`src/rv_core_pkg.sv`:
```
`default_nettype none

package rv_core_pkg;

  ////////////////////////////////////////
  // Widths
  ////////////////////////////////////////

  // Data or address word
  typedef logic [31:0] word_t;

  // Register index, always 5 bits even for a 16 entry file
  typedef logic [4:0] rf_addr_t;

  ////////////////////////////////////////
  // Opcodes of the supported subset
  ////////////////////////////////////////

  localparam logic [6:0] OPCODE_OP    = 7'h33;
  localparam logic [6:0] OPCODE_OPIMM = 7'h13;
  localparam logic [6:0] OPCODE_LUI   = 7'h37;
  localparam logic [6:0] OPCODE_STORE = 7'h23;

  // ALU operations
  typedef enum logic [1:0] {
    ALU_ADD,
    ALU_SUB,
    ALU_PASS_B
  } alu_op_e;

  // Fetch FSM states
  typedef enum logic [1:0] {
    IF_IDLE,
    IF_REQ,
    IF_WAIT
  } if_state_e;

  ////////////////////////////////////////
  // Pipeline and bus payloads
  ////////////////////////////////////////

  // IF buffer toward decode
  typedef struct packed {
    logic  valid;
    word_t instr;
    word_t pc;
  } if_id_pipe_t;

  // ID/EX pipeline register
  typedef struct packed {
    logic     valid;
    alu_op_e  alu_op;
    word_t    operand_a;
    word_t    operand_b;
    rf_addr_t rd;
    logic     rf_we;
    logic     lsu_en;
    word_t    store_wdata;
  } id_ex_pipe_t;

  // OBI request payloads
  typedef struct packed {
    word_t addr;
  } obi_instr_req_t;

  typedef struct packed {
    word_t addr;
    word_t wdata;
  } obi_data_req_t;

  // Store handed from EX to the LSU
  typedef struct packed {
    logic  valid;
    word_t addr;
    word_t wdata;
  } lsu_req_t;

endpackage

`default_nettype wire

```
`src/rv_register_file.sv`:
```
`timescale 1ns/1ns
`default_nettype none

module rv_register_file import rv_core_pkg::*; #(
  parameter int unsigned NUM_REGS = 32
) (
  input  logic     clk_i,
  input  logic     arst_n_i,
  input  rf_addr_t raddr_a_i,
  input  rf_addr_t raddr_b_i,
  output word_t    rdata_a_o,
  output word_t    rdata_b_o,
  input  logic     we_i,
  input  rf_addr_t waddr_i,
  input  word_t    wdata_i
);

  // x0 has no storage
  word_t regs_q [1:NUM_REGS-1];
  logic  wr_en;

  // Writes to x0 or beyond the file are dropped
  assign wr_en = we_i && waddr_i != '0 && waddr_i < NUM_REGS;

  always_ff @(posedge clk_i or negedge arst_n_i) begin
    if (!arst_n_i) begin
      for (int i = 1; i < NUM_REGS; i++) begin
        regs_q[i] <= '0;
      end
    end else if (wr_en) begin
      regs_q[waddr_i] <= wdata_i;
    end
  end

  // x0 and unmapped indices read as zero
  assign rdata_a_o = (raddr_a_i != '0 && raddr_a_i < NUM_REGS) ? regs_q[raddr_a_i] : '0;
  assign rdata_b_o = (raddr_b_i != '0 && raddr_b_i < NUM_REGS) ? regs_q[raddr_b_i] : '0;

endmodule

`default_nettype wire

```
`src/rv_if_stage.sv`:
```
`timescale 1ns/1ns
`default_nettype none

module rv_if_stage import rv_core_pkg::*; (
  input  logic           clk_i,
  input  logic           arst_n_i,
  input  word_t          boot_addr_i,
  input  logic           fetch_enable_i,
  // OBI instruction port
  output logic           instr_req_o,
  output obi_instr_req_t instr_addr_o,
  input  logic           instr_gnt_i,
  input  logic           instr_rvalid_i,
  input  word_t          instr_rdata_i,
  // Toward decode
  output if_id_pipe_t    if_id_pipe_o,
  input  logic           id_ready_i
);

  if_state_e   state_q;
  if_state_e   state_d;
  logic        fetch_en_q;
  logic        buf_free;
  word_t       pc_q;
  if_id_pipe_t buf_q;

  // Buffer is empty next cycle
  assign buf_free = ~buf_q.valid | id_ready_i;

  ////////////////////////////////////////
  // Fetch FSM
  ////////////////////////////////////////

  always_comb begin
    state_d = state_q;
    unique case (state_q)
      // Waits for the enable or for room in the buffer
      IF_IDLE: begin
        if ((fetch_en_q || fetch_enable_i) && buf_free) begin
          state_d = IF_REQ;
        end
      end
      // Request held until grant
      IF_REQ: begin
        if (instr_gnt_i) begin
          state_d = IF_WAIT;
        end
      end
      IF_WAIT: begin
        if (instr_rvalid_i) begin
          state_d = IF_IDLE;
        end
      end
      default: state_d = IF_IDLE;
    endcase
  end

  always_ff @(posedge clk_i or negedge arst_n_i) begin
    if (!arst_n_i) begin
      state_q    <= IF_IDLE;
      fetch_en_q <= 1'b0;
      pc_q       <= '0;
    end else begin
      state_q    <= state_d;
      // Sticky enable, the level may drop later
      fetch_en_q <= fetch_en_q | fetch_enable_i;
      if (fetch_enable_i && !fetch_en_q) begin
        pc_q <= boot_addr_i;
      end else if (state_q == IF_REQ && instr_gnt_i) begin
        pc_q <= pc_q + 32'd4;
      end
    end
  end

  ////////////////////////////////////////
  // Instruction buffer
  ////////////////////////////////////////

  always_ff @(posedge clk_i or negedge arst_n_i) begin
    if (!arst_n_i) begin
      buf_q <= '0;
    end else if (state_q == IF_WAIT && instr_rvalid_i) begin
      buf_q.valid <= 1'b1;
      buf_q.instr <= instr_rdata_i;
      // pc_q already stepped on grant
      buf_q.pc    <= pc_q - 32'd4;
    end else if (id_ready_i) begin
      buf_q.valid <= 1'b0;
    end
  end

  assign instr_req_o       = (state_q == IF_REQ);
  assign instr_addr_o.addr = pc_q;
  assign if_id_pipe_o      = buf_q;

endmodule

`default_nettype wire

```
`src/rv_id_stage.sv`:
```
`timescale 1ns/1ns
`default_nettype none

module rv_id_stage import rv_core_pkg::*; (
  input  logic        clk_i,
  input  logic        arst_n_i,
  input  if_id_pipe_t if_id_pipe_i,
  output logic        id_ready_o,
  // Register file read ports
  output rf_addr_t    rf_raddr_a_o,
  output rf_addr_t    rf_raddr_b_o,
  input  word_t       rf_rdata_a_i,
  input  word_t       rf_rdata_b_i,
  // Forwarding from EX
  input  logic        fwd_we_i,
  input  rf_addr_t    fwd_waddr_i,
  input  word_t       fwd_wdata_i,
  // Toward EX
  output id_ex_pipe_t id_ex_pipe_o,
  input  logic        ex_ready_i
);

  word_t       instr;
  logic [6:0]  opcode;
  logic [2:0]  funct3;
  logic [6:0]  funct7;
  rf_addr_t    rs1;
  rf_addr_t    rs2;
  rf_addr_t    rd;
  word_t       imm_i;
  word_t       imm_s;
  word_t       imm_u;
  word_t       rs1_val;
  word_t       rs2_val;
  id_ex_pipe_t dec;
  id_ex_pipe_t pipe_q;

  // Instruction fields
  assign instr  = if_id_pipe_i.instr;
  assign opcode = instr[6:0];
  assign rd     = instr[11:7];
  assign funct3 = instr[14:12];
  assign rs1    = instr[19:15];
  assign rs2    = instr[24:20];
  assign funct7 = instr[31:25];

  // Immediates
  assign imm_i = {{20{instr[31]}}, instr[31:20]};
  assign imm_s = {{20{instr[31]}}, instr[31:25], instr[11:7]};
  assign imm_u = {instr[31:12], 12'h000};

  assign rf_raddr_a_o = rs1;
  assign rf_raddr_b_o = rs2;

  ////////////////////////////////////////
  // Operand forwarding
  ////////////////////////////////////////

  // EX writes this cycle, the file still holds the old value
  assign rs1_val = (fwd_we_i && fwd_waddr_i == rs1 && rs1 != '0) ? fwd_wdata_i : rf_rdata_a_i;
  assign rs2_val = (fwd_we_i && fwd_waddr_i == rs2 && rs2 != '0) ? fwd_wdata_i : rf_rdata_b_i;

  ////////////////////////////////////////
  // Decoder
  ////////////////////////////////////////

  always_comb begin
    dec             = '0;
    dec.valid       = if_id_pipe_i.valid;
    dec.alu_op      = ALU_ADD;
    dec.operand_a   = rs1_val;
    dec.operand_b   = rs2_val;
    dec.rd          = rd;
    dec.store_wdata = rs2_val;
    case (opcode)
      // ADDI only
      OPCODE_OPIMM: begin
        if (funct3 == 3'b000) begin
          dec.operand_b = imm_i;
          dec.rf_we     = 1'b1;
        end
      end
      // ADD and SUB
      OPCODE_OP: begin
        if (funct3 == 3'b000 && funct7 == 7'b0000000) begin
          dec.rf_we = 1'b1;
        end else if (funct3 == 3'b000 && funct7 == 7'b0100000) begin
          dec.alu_op = ALU_SUB;
          dec.rf_we  = 1'b1;
        end
      end
      OPCODE_LUI: begin
        dec.alu_op    = ALU_PASS_B;
        dec.operand_b = imm_u;
        dec.rf_we     = 1'b1;
      end
      // SW, address is rs1 plus offset
      OPCODE_STORE: begin
        if (funct3 == 3'b010) begin
          dec.operand_b = imm_s;
          dec.lsu_en    = 1'b1;
        end
      end
      // Anything else retires as a no-op
      default: ;
    endcase
  end

  // Consume only when the ID/EX register can load
  assign id_ready_o = ex_ready_i;

  always_ff @(posedge clk_i or negedge arst_n_i) begin
    if (!arst_n_i) begin
      pipe_q <= '0;
    end else if (ex_ready_i) begin
      pipe_q <= dec;
    end
  end

  assign id_ex_pipe_o = pipe_q;

endmodule

`default_nettype wire

```
`src/rv_ex_stage.sv`:
```
`timescale 1ns/1ns
`default_nettype none

module rv_ex_stage import rv_core_pkg::*; (
  input  logic        clk_i,
  input  logic        arst_n_i,
  input  id_ex_pipe_t id_ex_pipe_i,
  output logic        ex_ready_o,
  // Write-back, also forwarded to ID
  output logic        rf_we_o,
  output rf_addr_t    rf_waddr_o,
  output word_t       rf_wdata_o,
  // Store hand-off
  output lsu_req_t    lsu_req_o,
  input  logic        lsu_ready_i
);

  word_t alu_result;
  logic  store_hold;

  ////////////////////////////////////////
  // ALU
  ////////////////////////////////////////

  always_comb begin
    unique case (id_ex_pipe_i.alu_op)
      ALU_ADD:    alu_result = id_ex_pipe_i.operand_a + id_ex_pipe_i.operand_b;
      ALU_SUB:    alu_result = id_ex_pipe_i.operand_a - id_ex_pipe_i.operand_b;
      ALU_PASS_B: alu_result = id_ex_pipe_i.operand_b;
      default:    alu_result = id_ex_pipe_i.operand_a + id_ex_pipe_i.operand_b;
    endcase
  end

  ////////////////////////////////////////
  // Write-back
  ////////////////////////////////////////

  // Same cycle as the entry sits in EX
  assign rf_we_o    = id_ex_pipe_i.valid & id_ex_pipe_i.rf_we;
  assign rf_waddr_o = id_ex_pipe_i.rd;
  assign rf_wdata_o = alu_result;

  ////////////////////////////////////////
  // Store hand-off
  ////////////////////////////////////////

  assign lsu_req_o.valid = id_ex_pipe_i.valid & id_ex_pipe_i.lsu_en;
  assign lsu_req_o.addr  = alu_result;
  assign lsu_req_o.wdata = id_ex_pipe_i.store_wdata;

  // Store waits in EX while the LSU is busy
  assign store_hold = lsu_req_o.valid & ~lsu_ready_i;
  assign ex_ready_o = ~store_hold;

endmodule

`default_nettype wire

```
`src/rv_load_store_unit.sv`:
```
`timescale 1ns/1ns
`default_nettype none

module rv_load_store_unit import rv_core_pkg::*; (
  input  logic          clk_i,
  input  logic          arst_n_i,
  // From EX
  input  lsu_req_t      lsu_req_i,
  output logic          lsu_ready_o,
  // OBI data port, word stores
  output logic          data_req_o,
  output obi_data_req_t data_obi_o,
  input  logic          data_gnt_i,
  input  logic          data_rvalid_i
);

  logic          req_q;
  logic          outstanding_q;
  logic          accept;
  obi_data_req_t obi_q;

  // Idle means no request up and nothing in flight
  assign lsu_ready_o = ~req_q & ~outstanding_q;
  assign accept      = lsu_req_i.valid & lsu_ready_o;

  ////////////////////////////////////////
  // Transaction tracking
  ////////////////////////////////////////

  always_ff @(posedge clk_i or negedge arst_n_i) begin
    if (!arst_n_i) begin
      req_q         <= 1'b0;
      outstanding_q <= 1'b0;
    end else begin
      if (accept) begin
        req_q <= 1'b1;
      end else if (req_q && data_gnt_i) begin
        // Address phase done, response pending
        req_q         <= 1'b0;
        outstanding_q <= 1'b1;
      end
      if (outstanding_q && data_rvalid_i) begin
        outstanding_q <= 1'b0;
      end
    end
  end

  // Payload stays put until grant
  always_ff @(posedge clk_i) begin
    if (accept) begin
      obi_q.addr  <= lsu_req_i.addr;
      obi_q.wdata <= lsu_req_i.wdata;
    end
  end

  assign data_req_o = req_q;
  assign data_obi_o = obi_q;

endmodule

`default_nettype wire

```
`src/rv_core.sv`:
```
`timescale 1ns/1ns
`default_nettype none

module rv_core import rv_core_pkg::*; #(
  parameter int unsigned NUM_REGS = 32
) (
  input  logic  clk_i,
  input  logic  arst_n_i,
  input  word_t boot_addr_i,
  input  logic  fetch_enable_i,
  // Instruction port
  output logic  instr_req_o,
  output word_t instr_addr_o,
  input  logic  instr_gnt_i,
  input  logic  instr_rvalid_i,
  input  word_t instr_rdata_i,
  // Data port
  output logic  data_req_o,
  output word_t data_addr_o,
  output word_t data_wdata_o,
  input  logic  data_gnt_i,
  input  logic  data_rvalid_i
);

  // Stage to stage
  if_id_pipe_t    if_id_pipe;
  id_ex_pipe_t    id_ex_pipe;
  lsu_req_t       lsu_req;
  logic           id_ready;
  logic           ex_ready;
  logic           lsu_ready;

  // Register file
  rf_addr_t       rf_raddr_a;
  rf_addr_t       rf_raddr_b;
  word_t          rf_rdata_a;
  word_t          rf_rdata_b;
  logic           rf_we;
  rf_addr_t       rf_waddr;
  word_t          rf_wdata;

  // OBI payloads
  obi_instr_req_t instr_obi;
  obi_data_req_t  data_obi;

  assign instr_addr_o = instr_obi.addr;
  assign data_addr_o  = data_obi.addr;
  assign data_wdata_o = data_obi.wdata;

  ////////////////////////////////////////
  // IF stage
  ////////////////////////////////////////

  rv_if_stage if_stage_i (
    .clk_i          ( clk_i          ),
    .arst_n_i       ( arst_n_i       ),
    .boot_addr_i    ( boot_addr_i    ),
    .fetch_enable_i ( fetch_enable_i ),
    .instr_req_o    ( instr_req_o    ),
    .instr_addr_o   ( instr_obi      ),
    .instr_gnt_i    ( instr_gnt_i    ),
    .instr_rvalid_i ( instr_rvalid_i ),
    .instr_rdata_i  ( instr_rdata_i  ),
    .if_id_pipe_o   ( if_id_pipe     ),
    .id_ready_i     ( id_ready       )
  );

  ////////////////////////////////////////
  // ID stage
  ////////////////////////////////////////

  rv_id_stage id_stage_i (
    .clk_i          ( clk_i          ),
    .arst_n_i       ( arst_n_i       ),
    .if_id_pipe_i   ( if_id_pipe     ),
    .id_ready_o     ( id_ready       ),
    .rf_raddr_a_o   ( rf_raddr_a     ),
    .rf_raddr_b_o   ( rf_raddr_b     ),
    .rf_rdata_a_i   ( rf_rdata_a     ),
    .rf_rdata_b_i   ( rf_rdata_b     ),
    .fwd_we_i       ( rf_we          ),
    .fwd_waddr_i    ( rf_waddr       ),
    .fwd_wdata_i    ( rf_wdata       ),
    .id_ex_pipe_o   ( id_ex_pipe     ),
    .ex_ready_i     ( ex_ready       )
  );

  ////////////////////////////////////////
  // EX stage, also write-back
  ////////////////////////////////////////

  rv_ex_stage ex_stage_i (
    .clk_i          ( clk_i          ),
    .arst_n_i       ( arst_n_i       ),
    .id_ex_pipe_i   ( id_ex_pipe     ),
    .ex_ready_o     ( ex_ready       ),
    .rf_we_o        ( rf_we          ),
    .rf_waddr_o     ( rf_waddr       ),
    .rf_wdata_o     ( rf_wdata       ),
    .lsu_req_o      ( lsu_req        ),
    .lsu_ready_i    ( lsu_ready      )
  );

  // Store path to the data port
  rv_load_store_unit load_store_unit_i (
    .clk_i          ( clk_i          ),
    .arst_n_i       ( arst_n_i       ),
    .lsu_req_i      ( lsu_req        ),
    .lsu_ready_o    ( lsu_ready      ),
    .data_req_o     ( data_req_o     ),
    .data_obi_o     ( data_obi       ),
    .data_gnt_i     ( data_gnt_i     ),
    .data_rvalid_i  ( data_rvalid_i  )
  );

  rv_register_file #(
    .NUM_REGS       ( NUM_REGS       )
  ) register_file_i (
    .clk_i          ( clk_i          ),
    .arst_n_i       ( arst_n_i       ),
    .raddr_a_i      ( rf_raddr_a     ),
    .raddr_b_i      ( rf_raddr_b     ),
    .rdata_a_o      ( rf_rdata_a     ),
    .rdata_b_o      ( rf_rdata_b     ),
    .we_i           ( rf_we          ),
    .waddr_i        ( rf_waddr       ),
    .wdata_i        ( rf_wdata       )
  );

endmodule

`default_nettype wire

```
`config.mk`:
```
export PLATFORM = sky130hd
export DESIGN_NAME = rv_core
export DESIGN_NICKNAME = d
export VERILOG_FILES = /design/src/rv_core_pkg.sv /design/src/rv_register_file.sv /design/src/rv_if_stage.sv /design/src/rv_id_stage.sv /design/src/rv_ex_stage.sv /design/src/rv_load_store_unit.sv /design/src/rv_core.sv
export SDC_FILE = /design/constraint.sdc
export NUM_CORES = 2
export LEC_CHECK = 0
export BUFFER_PORTS_ARGS = -buffer_cell sky130_fd_sc_hd__buf_2
export CAP_MARGIN = 20
export CORE_ASPECT_RATIO = 0.75
export CORE_MARGIN = 3
export CORE_UTILIZATION = 40
export CTS_CLUSTER_DIAMETER = 150
export DETAILED_ROUTE_END_ITERATION = 8
export SETUP_SLACK_MARGIN = 0.1
export SLEW_MARGIN = 20
export SYNTH_ARGS = -nofsm -noshare
export SYNTH_HDL_FRONTEND = slang
export SYNTH_SLANG_ARGS = --single-unit
```
`constraint.sdc`:
```
create_clock -name clk_i -period 5.3 [get_ports clk_i]
set_input_delay 0.53 -clock clk_i [delete_from_list [all_inputs] [get_ports clk_i]]
set_output_delay 0.53 -clock clk_i [all_outputs]
set_load 0.01 [all_outputs]
```
==> flow_summary.ini <==
[synthesis]
ys_warn_count = 0
yosysMostFrequentCell = nand2_1
syn_nets = 5767
synth.area.top_cells = dfrtp_1 46%, mux4_2 20%, o21ai_0 8.6%, nand2_1 7.2%, edfxtp_1 3.0%
synth_flop_cell = dfrtp_1
synth_commonest_cells = 1218 x nand2_1, 1168 x dfrtp_1, 1088 x o21ai_0
syn_avg_cell_area_um2 = 11.2
synth_area_um2 = 63400
synth_largest_area_cell = dfrtp_1
synth_cell_types = 71
ys_ff_latch = 1232
synth_top_area_share = 0.461
synthArstFlopShare = 0.948
synth_edf_count = 64
ys_seq_area_frac = 0.491
syn-instance-count = 5662

[worst_setup_path]
r2r_end = id_stage_i.id_ex_pipe_o[69]
reg2reg_setup_slack_ns = 0.22
critPathSlowestCell = dfrtp_1
crit_fanout = 9
path_class = reg2reg
critPathCaptureType = register
critical_path_buf_inv_count = 2
worstPathRequired_ns = 5.98
startpoint_type = register
worstSetupStartpoint = id_stage_i.id_ex_pipe_o[47]
cp.arrival_ns = 5.76
rr_worst_depth = 17
crit_chain = nor4_1 > buf_4 > nand3b_1 > nand4bb_1 > o31ai_1 > xor2_1 > ha_1 > nand4_1 > or3_1 > a211oi_1 > buf_4 > o31ai_1 > xnor2_1 > mux2i_4 > mux2_2 > nand2b_1 > a31oi_1
slowest_delay_ns = 0.50
crit_family = simple AND/OR/NAND/NOR gates
rr_startpoint = id_stage_i.id_ex_pipe_o[47]

[die]
die_area_um2 = 163000
pin_count = 169
coreArea_um2 = 156000
fp.dieW_um = 466
placementRows = 125
initial_utilization = 0.406
die_h_um = 351

[route]
vias = 47300
vias_per_cell = 6.03
avgRoutedWirePerCell_um = 27.6
drtIter0Drc = 5904
ant_nets = 0
wl_um = 217000
drc_errors = 0
drt_pre_antenna_iters = 7

[worst_hold_path]
min_path_type = in2reg
hp-start = instr_rdata_i[28]
holdPathEnd = if_stage_i.if_id_pipe_o[60]
hold_depth = 2

[grt]
gr-total-overflow = 0
grt_pass1_wl_um = 321000
grt_pass1_vias = 45800
met2_usage = 0.388
grt.met3_usage = 0.0806
antenna_found_initial = 9
grt_max_degree = 158
grt-busiest-layer = met2
grt.met1_usage = 0.378
grt.total_usage = 0.265

[place]
place_congestion = 0.980
dp_hpwl_um = 133000
io_buffers = 168
placed_cells = 7565

[clock_tree]
cts_sinks = 1232
h-tree-depth = 3
clkTransAtPathRegs_ns = 0.07
cts_tree = built
cts_made_buffers = 118
ctsLongestPathBuffers = 3
cts-root-buf = clkbuf_16
post_cts_buffers = 0
clkLatencyLatePin_ns = 0.77

[power_and_ir_drop]
peakVddDrop_mv = 0.489
p_per_area_nw_per_um2 = 423
p_leak_uw = 0.0307

[timing]
finalCritPeriodShare = 0.958
final-max-slew-violation-count = 0
rsz0062_at_grt = yes
slew_headroom = 0.210
worstMarginPinSlew_ns = 1.18
finalSetupViolCount = 0
hold_viol_final = 0
period_minus_slack_ns = 5.08
skew_ns = 0.0345
max_freq_ghz = 0.197
setup_tns_ns = 0

[final_layout]
post_route_cells_drive_above_1_share = 0.230
synthToLayoutAreaGrowth_pct = 13.3
final_util = 0.460
fin_cells = 7850
nNetsFinal = 5756

[run]
maxCapViolations = 0

[run_status]
outcome = completed
## power by group
| part | total [µW] | switching, µW | internal (µW) |
|---|---|---|---|
| Combinational | 10200 | 6760 | 3490 |
| Sequential | 11000 | 1150 | 9890 |
| Clock | 9130 | 3880 | 5240 |
| Total | 30400 | 11800 | 18600 |
## cells in the final DEF, fill, tap and decap left out, types with 11 or more instances in the layout
master         count
buf_4            145
a221oi_1          13
buf_12            27
inv_1             51
nand2_1         1187
clkbuf_16        121
a22o_1            60
xor2_1            47
mux2i_1           47
o21ai_1           31
clkbuf_1          23
nand2b_1          28
o211ai_1          23
or3_1             11
ha_1              33
nand2_4           28
nand3_1           24
nor3_1            15
xnor2_1           44
mux4_2           575
edfxtp_1          64
a21oi_1          126
bufinv_16         15
and3_1            15
nor4_1            12
clkbuf_8          24
mux2_2           107
dlygate4sd3_1     58
clkinv_2          20
o21ai_0         1082
dfrtp_1         1158
nor2_1           139
a21o_1            21
buf_2            167
## flip-flops by register name, indices dropped and copies added (netlist names)
signal and flops:
if_stage_i.if_id_pipe_o 33, load_store_unit_i.outstanding_q 1, if_stage_i.state_q 2, if_stage_i.fetch_en_q 1, load_store_unit_i.data_req_o 1, register_file_i.regs_q 992, id_stage_i.id_ex_pipe_o 106, if_stage_i.instr_addr_o 32
load_store_unit_i.data_obi_o 64
## final cells by class
cell class | count | area, µm²
fill | 14100 | 84400
sequential | 1232 | 31200
multi-input combinational | 3844 | 30500
clock buffer | 168 | 3440
timing repair buffer | 403 | 3170
tap | 2095 | 2620
clock inverter | 51 | 678
inverter | 52 | 195
antenna | 5 | 12.5
## metrics by stage
stage | hold WS [ns] | setup WS (ns) | total power (µW) | instance area, µm²
floorplan | 0.234 | 0.750 | 17000 | 63400
global route | 0.0153 | 0.0540 | 31500 | 71800
global placement | 0.433 | 0.153 | 21300 | 66900
finish | 0.0287 | 0.224 | 30400 | 71900
detailed placement | 0.434 | 0.132 | 21300 | 67000
CTS | 0.000857 | 0.115 | 30400 | 71700
## worst max-delay path by stage
| stage | depth (start not counted) | end | slack (ns) |
|---|---|---|---|
| 5_1_grt | 19 | id_stage_i.id_ex_pipe_o[31] | 0.05 |
| 3_5_place_dp | 16 | id_stage_i.id_ex_pipe_o[70] | 0.13 |
| 3_3_place_gp | 16 | id_stage_i.id_ex_pipe_o[70] | 0.15 |
| 2_1_floorplan | 16 | id_stage_i.id_ex_pipe_o[56] | 0.75 |
| 6_report | 17 | id_stage_i.id_ex_pipe_o[69] | 0.22 |
| 4_1_cts | 16 | id_stage_i.id_ex_pipe_o[31] | 0.12 |
## kinds of logic after synthesis
logic type,count (synthesis),share of synthesized area
xor gates and xnor gates,93,0.0131
buffers and inverters,586,0.0352
and+or+nand+nor,1528,0.0972
muxes,739,0.232
adders and majority gates,34,0.00682
DFF,1232,0.491
AOI/OAI and AO/OA,1450,0.125
## per-layer routing
metal,share of wire,wire (µm),vias to the layer above
met5,0.00012,27,-
met4,0.032,6970,4
met3,0.11,23700,422
met2,0.43,93900,2306
met1,0.42,92000,24100
li1,-,-,20500
## timing repair
action | in CTS | in global routing
endpoints found under the hold margin | 127 | 0
setup endpoints to repair | 0 | 238
gates resized for setup | 0 | 13
hold buffers | 58 | 0
Power figures use the tool's default switching activity.
